### src/uart_config.svh
`ifndef UART_CONFIG_SVH
`define UART_CONFIG_SVH

`default_nettype none

`define UART_CLK_HZ     50000000
`define UART_OVERSAMPLE 16

// Clocks per 16x tick for 115200, 57600, 19200 and 9600 baud.
`define UART_DIV_0      27
`define UART_DIV_1      54
`define UART_DIV_2      163
`define UART_DIV_3      326
`define UART_DIV_W      9

`default_nettype wire

`endif
### src/uart_pkg.sv
`default_nettype none

package uart_pkg;

    // ####################################################################
    // Register word at address 1
    // ####################################################################

    typedef struct packed {
        logic [4:0] reserved;
        logic       framing_error;
        logic       tx_busy;
        logic       rx_ready;
    } uart_status_t;

    typedef struct packed {
        logic [4:0] reserved;
        logic       rx_irq_en;
        logic [1:0] baud_sel;
    } uart_control_t;

    // Status when read, control when written.
    typedef union packed {
        uart_status_t  status;
        uart_control_t control;
    } uart_reg1_t;

    typedef enum logic [1:0] {
        ready,
        wait_start,
        transmit
    } tx_ctrl_state_t;

    typedef struct packed {
        logic [7:0] data;
        logic       framing_error;
    } uart_rx_result_t;

endpackage

`default_nettype wire

### src/uart_wrapper.sv
`default_nettype none
`timescale 1ns/1ps

module uart_wrapper
    import uart_pkg::*;
(
    input  wire        clk_50,
    input  wire        reset,
    input  wire        cs,
    input  wire        rwb,
    input  wire        addr,
    input  wire  [7:0] write_data,
    output logic [7:0] read_data,
    input  wire        rx_serial,
    output logic       tx_serial,
    output logic       irqb
);

    logic            tx_write;
    logic [7:0]      tx_data;
    logic [1:0]      baud_sel;
    logic            tx_en;
    logic            tx_busy;
    logic            tx_busy_flag;
    logic            baud_tick;
    logic            rx_valid;
    uart_rx_result_t rx_result;

    uart_regs u_uart_regs (
        .clk_50       (clk_50),
        .reset        (reset),
        .cs           (cs),
        .rwb          (rwb),
        .addr         (addr),
        .write_data   (write_data),
        .read_data    (read_data),
        .tx_write     (tx_write),
        .tx_data      (tx_data),
        .baud_sel     (baud_sel),
        .tx_busy_flag (tx_busy_flag),
        .rx_valid     (rx_valid),
        .rx_result    (rx_result),
        .irqb         (irqb)
    );

    tx_ctrl_fsm u_tx_ctrl_fsm (
        .clk_50       (clk_50),
        .reset        (reset),
        .tx_write     (tx_write),
        .tx_busy      (tx_busy),
        .tx_en        (tx_en),
        .tx_busy_flag (tx_busy_flag)
    );

    // One tick source shared by both directions.
    baud_gen u_baud_gen (
        .clk_50    (clk_50),
        .reset     (reset),
        .baud_sel  (baud_sel),
        .baud_tick (baud_tick)
    );

    uart_tx u_uart_tx (
        .clk_50    (clk_50),
        .reset     (reset),
        .baud_tick (baud_tick),
        .tx_en     (tx_en),
        .tx_data   (tx_data),
        .tx_busy   (tx_busy),
        .tx_serial (tx_serial)
    );

    uart_rx u_uart_rx (
        .clk_50    (clk_50),
        .reset     (reset),
        .baud_tick (baud_tick),
        .rx_serial (rx_serial),
        .rx_valid  (rx_valid),
        .rx_result (rx_result)
    );

endmodule

`default_nettype wire

### src/uart_regs.sv
`default_nettype none
`timescale 1ns/1ps

module uart_regs
    import uart_pkg::*;
(
    input  wire             clk_50,
    input  wire             reset,
    input  wire             cs,
    input  wire             rwb,
    input  wire             addr,
    input  wire [7:0]       write_data,
    output logic [7:0]      read_data,
    output logic            tx_write,
    output logic [7:0]      tx_data,
    output logic [1:0]      baud_sel,
    input  wire             tx_busy_flag,
    input  wire             rx_valid,
    input  wire uart_rx_result_t rx_result,
    output logic            irqb
);

    uart_control_t control;
    uart_reg1_t    reg1_wr;
    uart_reg1_t    reg1_rd;
    logic          rx_ready;
    logic          framing_error;
    logic [7:0]    rx_data;
    logic          wr_access;
    logic          rd_data0;

    assign wr_access = cs && !rwb;
    assign rd_data0  = cs && rwb && !addr;
    assign reg1_wr   = write_data;
    assign baud_sel  = control.baud_sel;

    always_ff @(posedge clk_50) begin
        if (reset) begin
            tx_write      <= 1'b0;
            control       <= '0;
            rx_ready      <= 1'b0;
            framing_error <= 1'b0;
            irqb          <= 1'b1;
        end else begin
            tx_write <= wr_access && !addr;    // Lines up with the new tx_data.
            if (wr_access && addr) begin
                control <= reg1_wr.control;
            end
            if (rx_valid) begin
                rx_ready      <= 1'b1;
                framing_error <= rx_result.framing_error | (framing_error & !rd_data0);
            end else if (rd_data0) begin
                rx_ready      <= 1'b0;
                framing_error <= 1'b0;
            end
            irqb <= !(rx_ready && control.rx_irq_en);
        end
    end

    always_ff @(posedge clk_50) begin
        if (wr_access && !addr) begin
            tx_data <= write_data;
        end
        if (rx_valid) begin
            rx_data <= rx_result.data;
        end
    end

    always_comb begin
        reg1_rd.status = '{
            reserved:      5'd0,
            framing_error: framing_error,
            tx_busy:       tx_busy_flag,
            rx_ready:      rx_ready
        };
        read_data = addr ? reg1_rd : rx_data;
    end

    // Reading the byte lets the interrupt go two cycles later.
    a_irq_released_by_read: assert property (
        @(posedge clk_50) disable iff (reset)
        rd_data0 && !rx_valid |-> ##2 irqb
    ) else $error("irqb still low two cycles after the received byte was read");

endmodule

`default_nettype wire

### src/uart_rx.sv
`include "uart_config.svh"
`default_nettype none
`timescale 1ns/1ps

module uart_rx
    import uart_pkg::*;
(
    input  wire             clk_50,
    input  wire             reset,
    input  wire             baud_tick,
    input  wire             rx_serial,
    output logic            rx_valid,
    output uart_rx_result_t rx_result
);

    localparam logic [3:0] MID_TICK  = 4'(`UART_OVERSAMPLE / 2 - 1);
    localparam logic [3:0] LAST_TICK = 4'(`UART_OVERSAMPLE - 1);
    localparam logic [3:0] STOP_BIT  = 4'd8;

    logic       rx_meta;
    logic       rx_sync;
    logic       rx_active;
    logic       in_start;
    logic [3:0] tick_cnt;
    logic [3:0] bit_cnt;
    logic [7:0] shifter;
    logic       at_mid;
    logic       at_sample;

    // ####################################################################
    // Input synchronizer
    // ####################################################################

    always_ff @(posedge clk_50) begin
        if (reset) begin
            rx_meta <= 1'b1;
            rx_sync <= 1'b1;
        end else begin
            rx_meta <= rx_serial;
            rx_sync <= rx_meta;
        end
    end

    // ####################################################################
    // Bit timing and sampling
    // ####################################################################

    assign at_mid    = baud_tick && rx_active && in_start && (tick_cnt == MID_TICK);
    assign at_sample = baud_tick && rx_active && !in_start && (tick_cnt == LAST_TICK);

    always_ff @(posedge clk_50) begin
        if (reset) begin
            rx_active <= 1'b0;
            in_start  <= 1'b0;
            tick_cnt  <= 4'd0;
            bit_cnt   <= 4'd0;
            rx_valid  <= 1'b0;
        end else begin
            rx_valid <= 1'b0;
            if (!rx_active) begin
                if (baud_tick && !rx_sync) begin
                    rx_active <= 1'b1;    // Start candidate.
                    in_start  <= 1'b1;
                    tick_cnt  <= 4'd0;
                end
            end else if (at_mid) begin
                // Middle of the start bit; a high line here was a glitch.
                rx_active <= !rx_sync;
                in_start  <= 1'b0;
                tick_cnt  <= 4'd0;
                bit_cnt   <= 4'd0;
            end else if (at_sample) begin
                tick_cnt <= 4'd0;
                bit_cnt  <= bit_cnt + 1'b1;
                if (bit_cnt == STOP_BIT) begin
                    rx_active <= 1'b0;
                    rx_valid  <= 1'b1;
                end
            end else if (baud_tick) begin
                tick_cnt <= tick_cnt + 1'b1;
            end
        end
    end

    always_ff @(posedge clk_50) begin
        if (at_sample && bit_cnt != STOP_BIT) begin
            shifter <= {rx_sync, shifter[7:1]};    // LSB arrives first.
        end
        if (at_sample && bit_cnt == STOP_BIT) begin
            rx_result.data          <= shifter;
            rx_result.framing_error <= !rx_sync;
        end
    end

endmodule

`default_nettype wire

### src/uart_tx.sv
`include "uart_config.svh"
`default_nettype none
`timescale 1ns/1ps

module uart_tx (
    input  wire       clk_50,
    input  wire       reset,
    input  wire       baud_tick,
    input  wire       tx_en,
    input  wire [7:0] tx_data,
    output logic      tx_busy,
    output logic      tx_serial
);

    localparam logic [3:0] LAST_TICK = 4'(`UART_OVERSAMPLE - 1);
    localparam logic [3:0] STOP_BIT  = 4'd9;

    logic [9:0] frame;        // Stop, data LSB first, start.
    logic       wait_tick;
    logic [3:0] tick_cnt;
    logic [3:0] bit_cnt;
    logic       accept;
    logic       bit_end;

    assign accept  = tx_en && !tx_busy;
    assign bit_end = baud_tick && tx_busy && !wait_tick && (tick_cnt == LAST_TICK);

    always_ff @(posedge clk_50) begin
        if (accept) begin
            frame <= {1'b1, tx_data, 1'b0};
        end else if (bit_end) begin
            frame <= frame >> 1;
        end
    end

    always_ff @(posedge clk_50) begin
        if (reset) begin
            tx_busy   <= 1'b0;
            wait_tick <= 1'b0;
            tick_cnt  <= 4'd0;
            bit_cnt   <= 4'd0;
            tx_serial <= 1'b1;
        end else if (accept) begin
            tx_busy   <= 1'b1;
            wait_tick <= 1'b1;    // Line stays idle until the next tick.
        end else if (tx_busy && baud_tick) begin
            if (wait_tick) begin
                wait_tick <= 1'b0;
                tick_cnt  <= 4'd0;
                bit_cnt   <= 4'd0;
                tx_serial <= frame[0];
            end else if (bit_end) begin
                tick_cnt <= 4'd0;
                if (bit_cnt == STOP_BIT) begin
                    tx_busy   <= 1'b0;
                    tx_serial <= 1'b1;
                end else begin
                    bit_cnt   <= bit_cnt + 1'b1;
                    tx_serial <= frame[1];
                end
            end else begin
                tick_cnt <= tick_cnt + 1'b1;
            end
        end
    end

    a_idle_line_high: assert property (
        @(posedge clk_50) disable iff (reset) !tx_busy |-> tx_serial
    ) else $error("tx_serial low while the transmitter is idle");

endmodule

`default_nettype wire

### src/tx_ctrl_fsm.sv
`default_nettype none
`timescale 1ns/1ps

module tx_ctrl_fsm
    import uart_pkg::*;
(
    input  wire  clk_50,
    input  wire  reset,
    input  wire  tx_write,
    input  wire  tx_busy,
    output logic tx_en,
    output logic tx_busy_flag
);

    tx_ctrl_state_t state;
    tx_ctrl_state_t next_state;

    always_ff @(posedge clk_50) begin
        if (reset) begin
            state <= ready;
        end else begin
            state <= next_state;
        end
    end

    always_comb begin
        next_state = state;
        tx_en      = 1'b0;
        case (state)
            ready: begin
                if (tx_write) begin
                    tx_en      = 1'b1;
                    next_state = wait_start;
                end
            end
            wait_start: begin
                tx_en = 1'b1;    // Held until the shifter takes the byte.
                if (tx_busy) begin
                    next_state = transmit;
                end
            end
            transmit: begin
                if (!tx_busy) begin
                    next_state = ready;
                end
            end
            default: next_state = ready;
        endcase
    end

    // Software sees busy from the cycle after the write.
    assign tx_busy_flag = tx_busy | tx_en;

    // A second request during a frame would start a frame the bus never wrote.
    a_no_en_in_transmit: assert property (
        @(posedge clk_50) disable iff (reset) $past(tx_busy) |-> !tx_en
    ) else $error("tx_en high in state %s", state.name());

endmodule

`default_nettype wire

### src/baud_gen.sv
`include "uart_config.svh"
`default_nettype none
`timescale 1ns/1ps

module baud_gen (
    input  wire       clk_50,
    input  wire       reset,
    input  wire [1:0] baud_sel,
    output logic      baud_tick
);

    localparam logic [`UART_DIV_W-1:0] DIVISORS [4] = '{
        `UART_DIV_0, `UART_DIV_1, `UART_DIV_2, `UART_DIV_3
    };

    logic [`UART_DIV_W-1:0] divisor;
    logic [`UART_DIV_W-1:0] count;
    logic [1:0]             baud_sel_q;

    assign divisor = DIVISORS[baud_sel];

    always_ff @(posedge clk_50) begin
        if (reset) begin
            count      <= DIVISORS[0] - 1'b1;
            baud_sel_q <= 2'd0;
            baud_tick  <= 1'b0;
        end else begin
            baud_sel_q <= baud_sel;
            baud_tick  <= 1'b0;
            if (baud_sel != baud_sel_q) begin
                count <= divisor - 1'b1;    // New rate starts a full period.
            end else if (count == '0) begin
                count     <= divisor - 1'b1;
                baud_tick <= 1'b1;
            end else begin
                count <= count - 1'b1;
            end
        end
    end

endmodule

`default_nettype wire

### config.mk
export PLATFORM = sky130hd
export DESIGN_NAME = uart_wrapper
export DESIGN_NICKNAME = d
export VERILOG_FILES = /design/src/uart_pkg.sv /design/src/uart_wrapper.sv /design/src/uart_regs.sv /design/src/uart_rx.sv /design/src/uart_tx.sv /design/src/tx_ctrl_fsm.sv /design/src/baud_gen.sv
export VERILOG_INCLUDE_DIRS = /design/src /design/src/src
export SDC_FILE = /design/constraint.sdc
export NUM_CORES = 1
export LEC_CHECK = 0
export BUFFER_PORTS_ARGS = -buffer_cell sky130_fd_sc_hd__buf_4
export CORE_MARGIN = 5
export CORE_UTILIZATION = 35
export CTS_CLUSTER_DIAMETER = 200
export DETAILED_ROUTE_END_ITERATION = 8
export SLEW_MARGIN = 30
export SYNTH_ARGS = -nofsm -noshare
export SYNTH_HDL_FRONTEND = slang
export SYNTH_HIERARCHICAL = 1
export SYNTH_SLANG_ARGS = --single-unit
### constraint.sdc
create_clock -name clk_50 -period 2.3 [get_ports clk_50]
set_input_delay 0.345 -clock clk_50 [delete_from_list [all_inputs] [get_ports clk_50]]
set_output_delay 0.345 -clock clk_50 [all_outputs]
set_load 0.005 [all_outputs]
==> results of run 1 <==
metal layers:
metal | track usage, % | share of wire [%] | vias to the layer above
met5 | 0 | 0 | -
li1 | - | - | 1250
met2 | 17.0 | 47 | 29
met4 | 3.09 | 0.72 | 0
met1 | 14.1 | 48 | 1162
met3 | 4.49 | 4.1 | 7
worst paths after layout:
| path | to |
|---|---|
| setup / recovery | u_baud_gen/count[7] |
| hold / removal | u_uart_regs/tx_data[4] |
| setup reg to reg | u_baud_gen/count[7] |
| hold reg to reg | u_uart_regs/irqb |
cell type report:
class / count / area share (%)
Multi-Input combinational cell: 211 / 34.8
Sequential cell: 88 / 51.1
Timing Repair Buffer: 28 / 4.94
Clock buffer: 10 / 3.00
Clock inverter: 6 / 1.03
Tap cell: 140 / 4.12
Inverter: 12 / 1.06
flip-flops by register name, indices dropped and copies added (netlist names), 2 cells and up:
| register | cells |
|---|---|
| u_uart_tx/frame | 10 |
| u_baud_gen/count | 9 |
| u_uart_rx/rx_result | 9 |
| u_uart_regs/rx_data | 8 |
| u_uart_regs/tx_data | 8 |
| u_uart_rx/shifter | 8 |
| u_uart_rx/bit_cnt | 4 |
| u_uart_rx/tick_cnt | 4 |
| u_uart_tx/bit_cnt | 4 |
| u_uart_tx/tick_cnt | 4 |
| u_baud_gen/baud_sel_q | 2 |
| u_tx_ctrl_fsm/state | 2 |
| u_uart_regs/baud_sel | 2 |
cells in the mapped netlist (all sizes together), types with 4 or more instances:
| cell | number |
|---|---|
| dfxtp | 47 |
| edfxtp | 41 |
| nor2 | 26 |
| a21oi | 19 |
| buf | 14 |
| nand2 | 14 |
| nand2b | 13 |
| inv | 12 |
| o21ai | 12 |
| nor2b | 11 |
| ha | 10 |
| a211oi | 8 |
| a22o | 8 |
| clkbuf | 6 |
| mux2i | 6 |
| nor3 | 6 |
| xnor2 | 6 |
| a31oi | 5 |
| nand3 | 5 |
| nand4 | 5 |
| nand4b | 4 |
| nor4 | 4 |
| o311ai | 4 |
worst max-delay path, stage by stage (launching register included):
cell                       delay (ns)
sky130_fd_sc_hd__dfxtp_1         0.34
sky130_fd_sc_hd__or4_4           0.57
sky130_fd_sc_hd__or4_4           0.57
sky130_fd_sc_hd__a21oi_1         0.18
sky130_fd_sc_hd__a211oi_1        0.06
power by group:
part,switching (mW),internal (mW)
Clock,0.547,0.398
Sequential,0.0354,1.67
Combinational,0.0944,0.0860
stage by stage:
stage	instances	area [µm²]	setup slack, ns
final	495	4250	0.448
after global routing	495	4250	0.327
after CTS	495	4250	0.454
after detailed placement	479	4080	0.469
after global placement	479	4080	0.489
after floorplan	331	3830	0.490
kinds of logic after synthesis:
logic type,Yosys count
compound gates,69
xor+xnor,9
fa+ha+maj,10
buf+inv,32
flops,88
mux,9
simple gates,114
==> run_summary.xml, run 1 <==
<?xml version="1.0" encoding="UTF-8"?>
<metrics>
  <group name="cells_and_area">
    <metric name="post-route-util" unit="%">39.4</metric>
    <metric name="layout_commonest_cell" unit="">sky130_fd_sc_hd__dfxtp_1</metric>
    <metric name="antennaDiodeCount" unit="">0</metric>
    <metric name="design.final.nets" unit="">374</metric>
    <metric name="drive_gt1_share" unit="%">18.3</metric>
    <metric name="fillers" unit="">1029</metric>
    <metric name="multi_input_gate_area" unit="µm²">1480</metric>
    <metric name="syn_to_final_growth" unit="%">10.9</metric>
    <metric name="mostFrequentLayoutCells" unit="">47 x sky130_fd_sc_hd__dfxtp_1, 41 x sky130_fd_sc_hd__edfxtp_1, 28 x sky130_fd_sc_hd__buf_4</metric>
    <metric name="final-seq-area" unit="µm²">2170</metric>
  </group>
  <group name="floorplan">
    <metric name="effective_utilization_at_floorplan" unit="%">35.5</metric>
    <metric name="die_height" unit="µm">115</metric>
    <metric name="core_area" unit="µm²">10800</metric>
    <metric name="die_width" unit="µm">115</metric>
    <metric name="cell_rows" unit="">38</metric>
    <metric name="die-area" unit="µm²">13200</metric>
    <metric name="ios" unit="">24</metric>
  </group>
  <group name="clock_network">
    <metric name="postCtsResizedCells" unit="">0</metric>
    <metric name="worst_setup_hold_path_clk_slew" unit="ns">0.09</metric>
    <metric name="tritoncts" unit="">built</metric>
    <metric name="clk-insertion-delay-late" unit="ns">0.36</metric>
    <metric name="number_of_buffers_inserted_during_clock_tree_synthesis" unit="">9</metric>
    <metric name="htree_num_levels" unit="">3</metric>
    <metric name="ctsRootBufferMaster" unit="">sky130_fd_sc_hd__clkbuf_8</metric>
    <metric name="clockBufferDepth" unit="">2</metric>
    <metric name="hold_buffers" unit="">0</metric>
    <metric name="clock_sink_count" unit="">88</metric>
    <metric name="cts_setup_buffers" unit="">0</metric>
  </group>
  <group name="synthesis">
    <metric name="synth.top_cell.area_share" unit="%">32.1</metric>
    <metric name="synth_compound_gate_area_share" unit="%">12.3</metric>
    <metric name="synth_xor_area_share" unit="%">2.06</metric>
    <metric name="synth_async_sr_flop_share" unit="%">0</metric>
    <metric name="postSynthAreaPerCell" unit="µm²">11.6</metric>
    <metric name="flip_flop_and_latch_count_after_synthesis" unit="">88</metric>
    <metric name="synth.yosys.warnings" unit="">6</metric>
    <metric name="muxShareOfSynthArea" unit="%">2.45</metric>
    <metric name="synth_top_family_by_area" unit="">simple AND/OR/NAND/NOR gates</metric>
    <metric name="post_synth_fa_ha_maj_area_fraction" unit="%">3.26</metric>
    <metric name="number_of_flops_mapped_to_enable_cells_by_yosys" unit="">41</metric>
    <metric name="yosysUniqueCellTypes" unit="">63</metric>
    <metric name="synth_top_area_cell" unit="">sky130_fd_sc_hd__edfxtp_1</metric>
    <metric name="syn_inst" unit="">331</metric>
    <metric name="ys_dominant_reg_cell" unit="">sky130_fd_sc_hd__dfxtp_1</metric>
    <metric name="post_synthesis_instance_area" unit="µm²">3830</metric>
    <metric name="yosysSeqAreaShare" unit="%">56.6</metric>
    <metric name="synthTopCellsByArea" unit="">sky130_fd_sc_hd__edfxtp_1 32%, sky130_fd_sc_hd__dfxtp_1 25%, sky130_fd_sc_hd__ha_1 3.3%, sky130_fd_sc_hd__nor2_1 2.5%, sky130_fd_sc_hd__a21oi_1 2.3%</metric>
    <metric name="post_synthesis_share_of_cell_area_spent_on_and_or_nand_and_nor_gates" unit="%">18.5</metric>
    <metric name="mappedNetlistNets" unit="">355</metric>
  </group>
  <group name="detailed_routing">
    <metric name="drt_drc_violations_left" unit="">0</metric>
    <metric name="wl_per_cell" unit="µm">13.5</metric>
    <metric name="ant_nets" unit="">0</metric>
    <metric name="vias" unit="">2448</metric>
    <metric name="drt_first_iter_violations" unit="">200</metric>
    <metric name="first_pass_iters" unit="">4</metric>
    <metric name="routed_via_density" unit="">4.95</metric>
    <metric name="route.final.wire_length" unit="mm">6.69</metric>
  </group>
  <group name="sta">
    <metric name="setup_viol" unit="">0</metric>
    <metric name="drv_slew" unit="">0</metric>
    <metric name="maxClockFrequency" unit="MHz">540</metric>
    <metric name="layout_min_cycle_time" unit="ns">1.85</metric>
    <metric name="worst_pin_slew" unit="ns">0.493</metric>
    <metric name="setup_repair_after_global_routing_missed_its_margin" unit="">no</metric>
    <metric name="hold_viol" unit="">0</metric>
    <metric name="period_share" unit="%">80.5</metric>
    <metric name="worst_setup_skew_after_layout" unit="ns">0.00612</metric>
    <metric name="worst_slew_margin_rel" unit="%">67.1</metric>
    <metric name="final.setup.tns" unit="ns">0</metric>
    <metric name="fin_worst_hold_slack" unit="ns">0.157</metric>
  </group>
  <group name="place">
    <metric name="detailedPlacementHpwl" unit="mm">4.60</metric>
    <metric name="gpl.final_weighted_congestion" unit="">0.746</metric>
    <metric name="port_buffer_cells" unit="">23</metric>
  </group>
  <group name="critical_path">
    <metric name="worst_setup_start_kind" unit="">flip-flop</metric>
    <metric name="worst_path_arrival" unit="ns">2.08</metric>
    <metric name="setup.worst_path.end_class" unit="">flip-flop</metric>
    <metric name="worst_ep_required_time" unit="ns">2.53</metric>
    <metric name="setup.worst_path.start" unit="">u_baud_gen/count[5]</metric>
    <metric name="worst_setup_path_category" unit="">reg2reg</metric>
    <metric name="rrSetupSlack" unit="ns">0.45</metric>
    <metric name="worstPathMaxFanout" unit="">8</metric>
    <metric name="timing.rr.start" unit="">u_baud_gen/count[5]</metric>
    <metric name="worst_reg_to_reg_cells" unit="">4</metric>
  </group>
  <group name="grt">
    <metric name="grt_start_max_net_pins" unit="">50</metric>
    <metric name="number_of_global_route_vias_before_repair" unit="">2434</metric>
    <metric name="gr-usage-all-layers" unit="%">11.0</metric>
    <metric name="grt_pass1_wl" unit="mm">11.5</metric>
    <metric name="grt-ovfl-total" unit="">0</metric>
    <metric name="antenna_violations_before_repair" unit="">0</metric>
  </group>
  <group name="pwr">
    <metric name="worst_ir_drop_on_vdd" unit="mV">0.408</metric>
    <metric name="power.total" unit="mW">2.83</metric>
    <metric name="power_density" unit="nW/µm²">665</metric>
    <metric name="p_leak" unit="nW">1.48</metric>
  </group>
  <group name="job">
    <metric name="count_of_maximum_capacitance_violations" unit="">0</metric>
  </group>
  <group name="min_path">
    <metric name="hold_start" unit="">write_data[4]</metric>
    <metric name="holdPathStages" unit="">1</metric>
    <metric name="path_type_of_the_worst_min_delay_path" unit="">in2reg</metric>
  </group>
  <group name="outcome">
    <metric name="status" unit="">complete, no violations</metric>
  </group>
</metrics>
Note: power is estimated with default switching activity, not from simulation.
==> inputs of run 2 (changes only) <==
clock period = 1.6 ns   (was 2.3 ns; I/O delays follow)
==> run_summary.xml, run 2 (synthesis gave the netlist of run 1 again) <==
<?xml version="1.0" encoding="UTF-8"?>
<metrics>
  <group name="place">
    <metric name="numPlacedInstances" unit="">504</metric>
    <metric name="port_buffer_cells" unit="">23</metric>
    <metric name="gpl.final_weighted_congestion" unit="">0.794</metric>
    <metric name="dpl-instance-area" unit="µm²">4310</metric>
    <metric name="detailedPlacementHpwl" unit="mm">5.10</metric>
    <metric name="dp_slack" unit="ns">-0.278</metric>
  </group>
  <group name="floorplan">
    <metric name="die-area" unit="µm²">13200</metric>
    <metric name="core_area" unit="µm²">10800</metric>
    <metric name="die_height" unit="µm">115</metric>
    <metric name="cell_rows" unit="">38</metric>
    <metric name="die_width" unit="µm">115</metric>
    <metric name="ios" unit="">24</metric>
    <metric name="effective_utilization_at_floorplan" unit="%">35.5</metric>
  </group>
  <group name="critical_path">
    <metric name="setup.worst_path.start" unit="">u_baud_gen/count[6]</metric>
    <metric name="path_delay_family" unit="">simple AND/OR/NAND/NOR gates</metric>
    <metric name="path_cells" unit="">or4_4, or4_4, a21oi_2, a211oi_1</metric>
    <metric name="critPathMostFrequentCell" unit="">sky130_fd_sc_hd__or4_4</metric>
    <metric name="worst_setup_path_category" unit="">reg2reg</metric>
    <metric name="path_buf_inv" unit="">0</metric>
    <metric name="critical_path.max_stage_delay" unit="ns">0.54</metric>
    <metric name="cp_slowest_cell" unit="">sky130_fd_sc_hd__or4_4</metric>
    <metric name="rrSetupSlack" unit="ns">-0.13</metric>
    <metric name="worstPathMaxFanout" unit="">8</metric>
    <metric name="worst_reg_to_reg_cells" unit="">4</metric>
    <metric name="worst_setup_start_kind" unit="">flip-flop</metric>
    <metric name="worst_path_arrival" unit="ns">1.97</metric>
    <metric name="timing.rr.start" unit="">u_baud_gen/count[6]</metric>
    <metric name="worst_ep_required_time" unit="ns">1.84</metric>
    <metric name="setup.worst_path.end_class" unit="">flip-flop</metric>
    <metric name="worst_reg2reg_endpoint" unit="">u_baud_gen/count[5]</metric>
  </group>
  <group name="pwr">
    <metric name="intPower" unit="mW">3.30</metric>
    <metric name="p_switching" unit="mW">1.04</metric>
    <metric name="power.total" unit="mW">4.34</metric>
    <metric name="power_density" unit="nW/µm²">944</metric>
    <metric name="logic_gate_share_of_total_power" unit="%">7.6</metric>
    <metric name="power.switching_fraction" unit="%">23.9</metric>
    <metric name="p_leak" unit="nW">1.65</metric>
    <metric name="worst_ir_drop_on_vdd" unit="mV">0.654</metric>
    <metric name="power.clock.fraction" unit="%">36.1</metric>
    <metric name="seqPwrFrac" unit="%">56.3</metric>
  </group>
  <group name="cells_and_area">
    <metric name="layout_commonest_cell" unit="">sky130_fd_sc_hd__buf_4</metric>
    <metric name="stdcell_count" unit="">524</metric>
    <metric name="drive_gt1_share" unit="%">29.4</metric>
    <metric name="design.final.nets" unit="">403</metric>
    <metric name="syn_to_final_growth" unit="%">19.9</metric>
    <metric name="mostFrequentLayoutCells" unit="">55 x sky130_fd_sc_hd__buf_4, 41 x sky130_fd_sc_hd__edfxtp_1, 40 x sky130_fd_sc_hd__dfxtp_1</metric>
    <metric name="design_area" unit="µm²">4600</metric>
    <metric name="final-seq-area" unit="µm²">2180</metric>
    <metric name="largest_register" unit="">u_uart_tx/frame</metric>
    <metric name="largest_register_ff_count" unit="">10</metric>
    <metric name="antennaDiodeCount" unit="">0</metric>
    <metric name="multi_input_gate_area" unit="µm²">1550</metric>
    <metric name="fillers" unit="">1004</metric>
    <metric name="top_regs" unit="">u_uart_tx/frame x10, u_baud_gen/count x9, u_uart_rx/rx_result x9</metric>
  </group>
  <group name="detailed_routing">
    <metric name="vias" unit="">2629</metric>
    <metric name="drt_drc_violations_left" unit="">0</metric>
    <metric name="first_pass_iters" unit="">4</metric>
    <metric name="wl_per_cell" unit="µm">14.1</metric>
    <metric name="drt_first_iter_violations" unit="">191</metric>
    <metric name="routed_via_density" unit="">5.02</metric>
    <metric name="route.final.wire_length" unit="mm">7.39</metric>
    <metric name="ant_nets" unit="">0</metric>
  </group>
  <group name="min_path">
    <metric name="path_type_of_the_worst_min_delay_path" unit="">in2reg</metric>
    <metric name="hold_start" unit="">write_data[4]</metric>
    <metric name="hold-path-endpoint" unit="">u_uart_regs/tx_data[4]</metric>
    <metric name="holdPathStages" unit="">1</metric>
  </group>
  <group name="grt">
    <metric name="antenna_violations_before_repair" unit="">0</metric>
    <metric name="grt_start_max_net_pins" unit="">36</metric>
    <metric name="number_of_global_route_vias_before_repair" unit="">2621</metric>
    <metric name="gr-usage-all-layers" unit="%">11.9</metric>
    <metric name="grt_pass1_wl" unit="mm">12.6</metric>
    <metric name="grt-ovfl-total" unit="">0</metric>
  </group>
  <group name="outcome">
    <metric name="status" unit="">finished with violations</metric>
    <metric name="violations" unit="">setup timing</metric>
  </group>
  <group name="clock_network">
    <metric name="clock_sink_count" unit="">88</metric>
    <metric name="clk-insertion-delay-late" unit="ns">0.36</metric>
    <metric name="number_of_buffers_inserted_during_clock_tree_synthesis" unit="">9</metric>
    <metric name="worst_setup_hold_path_clk_slew" unit="ns">0.09</metric>
    <metric name="tritoncts" unit="">built</metric>
    <metric name="ctsRootBufferMaster" unit="">sky130_fd_sc_hd__clkbuf_8</metric>
    <metric name="hold_buffers" unit="">0</metric>
    <metric name="clockBufferDepth" unit="">2</metric>
    <metric name="htree_num_levels" unit="">3</metric>
  </group>
  <group name="sta">
    <metric name="final.setup.worst_slack" unit="ns">-0.131</metric>
    <metric name="worst_pin_slew" unit="ns">0.500</metric>
    <metric name="worst_setup_skew_after_layout" unit="ns">0.0115</metric>
    <metric name="worst_slew_margin_rel" unit="%">66.6</metric>
    <metric name="hold_viol" unit="">0</metric>
    <metric name="layout_min_cycle_time" unit="ns">1.73</metric>
    <metric name="period_share" unit="%">108</metric>
    <metric name="setup_viol" unit="">10</metric>
    <metric name="final.setup.tns" unit="ns">-0.872</metric>
    <metric name="setup_repair_after_global_routing_missed_its_margin" unit="">yes</metric>
    <metric name="drv_slew" unit="">0</metric>
    <metric name="maxClockFrequency" unit="MHz">578</metric>
  </group>
  <group name="job">
    <metric name="count_of_maximum_capacitance_violations" unit="">0</metric>
  </group>
</metrics>
## run 2: changes by cell type in the layout (fill, tap and decap cells not counted), sizes merged
| cell | change |
|---|---|
| buf | +29 |
| bufinv | +1 |
| clkbuf | -1 |
## run 2: metal layers
metal	track usage (%)	vias up	share of wire, %
met2	19.1	55	48
met4	3.56	0	1.1
li1	-	1303	-
met1	15.3	1263	46
met5	0	-	0
met3	3.86	8	4.5
## run 2: what timing repair did
action	in CTS	in global routing
resized for setup	11	11
cloned	0	0
setup endpoints to repair	11	32
buffers inserted	3	2
pin swaps	13	5
## run 2: final cells by class
class / count / share of cell area (%)
clock inverters: 7 / 1.74
repair buffers: 57 / 9.66
inverters: 12 / 0.980
flip-flops and latches: 88 / 47.5
well taps: 140 / 3.81
clock buffers: 9 / 2.69
multi-input cells: 211 / 33.6
## run 2: worst max path at each step
stage,cells past startpoint,to
after CTS,5,u_baud_gen/count[2]
after floorplan,5,u_baud_gen/count[5]
final,4,u_baud_gen/count[5]
after detailed placement,5,u_baud_gen/count[2]
after global placement,5,u_baud_gen/count[2]
after global routing,6,u_baud_gen/count[8]
## run 2: stage by stage
step	util [%]	hold slack, ns
floorplan	-	0.305
global placement	39.9	0.397
detailed placement	39.9	0.398
CTS	42.2	0.0329
global route	42.6	0.0194
finish	42.6	0.0535
## run 2: power groups by stage
| stage | clock, mW | combinational [mW] | sequential (mW) |
|---|---|---|---|
| finish | 1.57 | 0.331 | 2.44 |
| floorplan | 0 | 0.189 | 2.49 |
| detailed placement | 0 | 0.305 | 2.50 |
| global route | 1.73 | 0.362 | 2.45 |
| CTS | 1.62 | 0.318 | 2.45 |
| global placement | 0 | 0.297 | 2.49 |
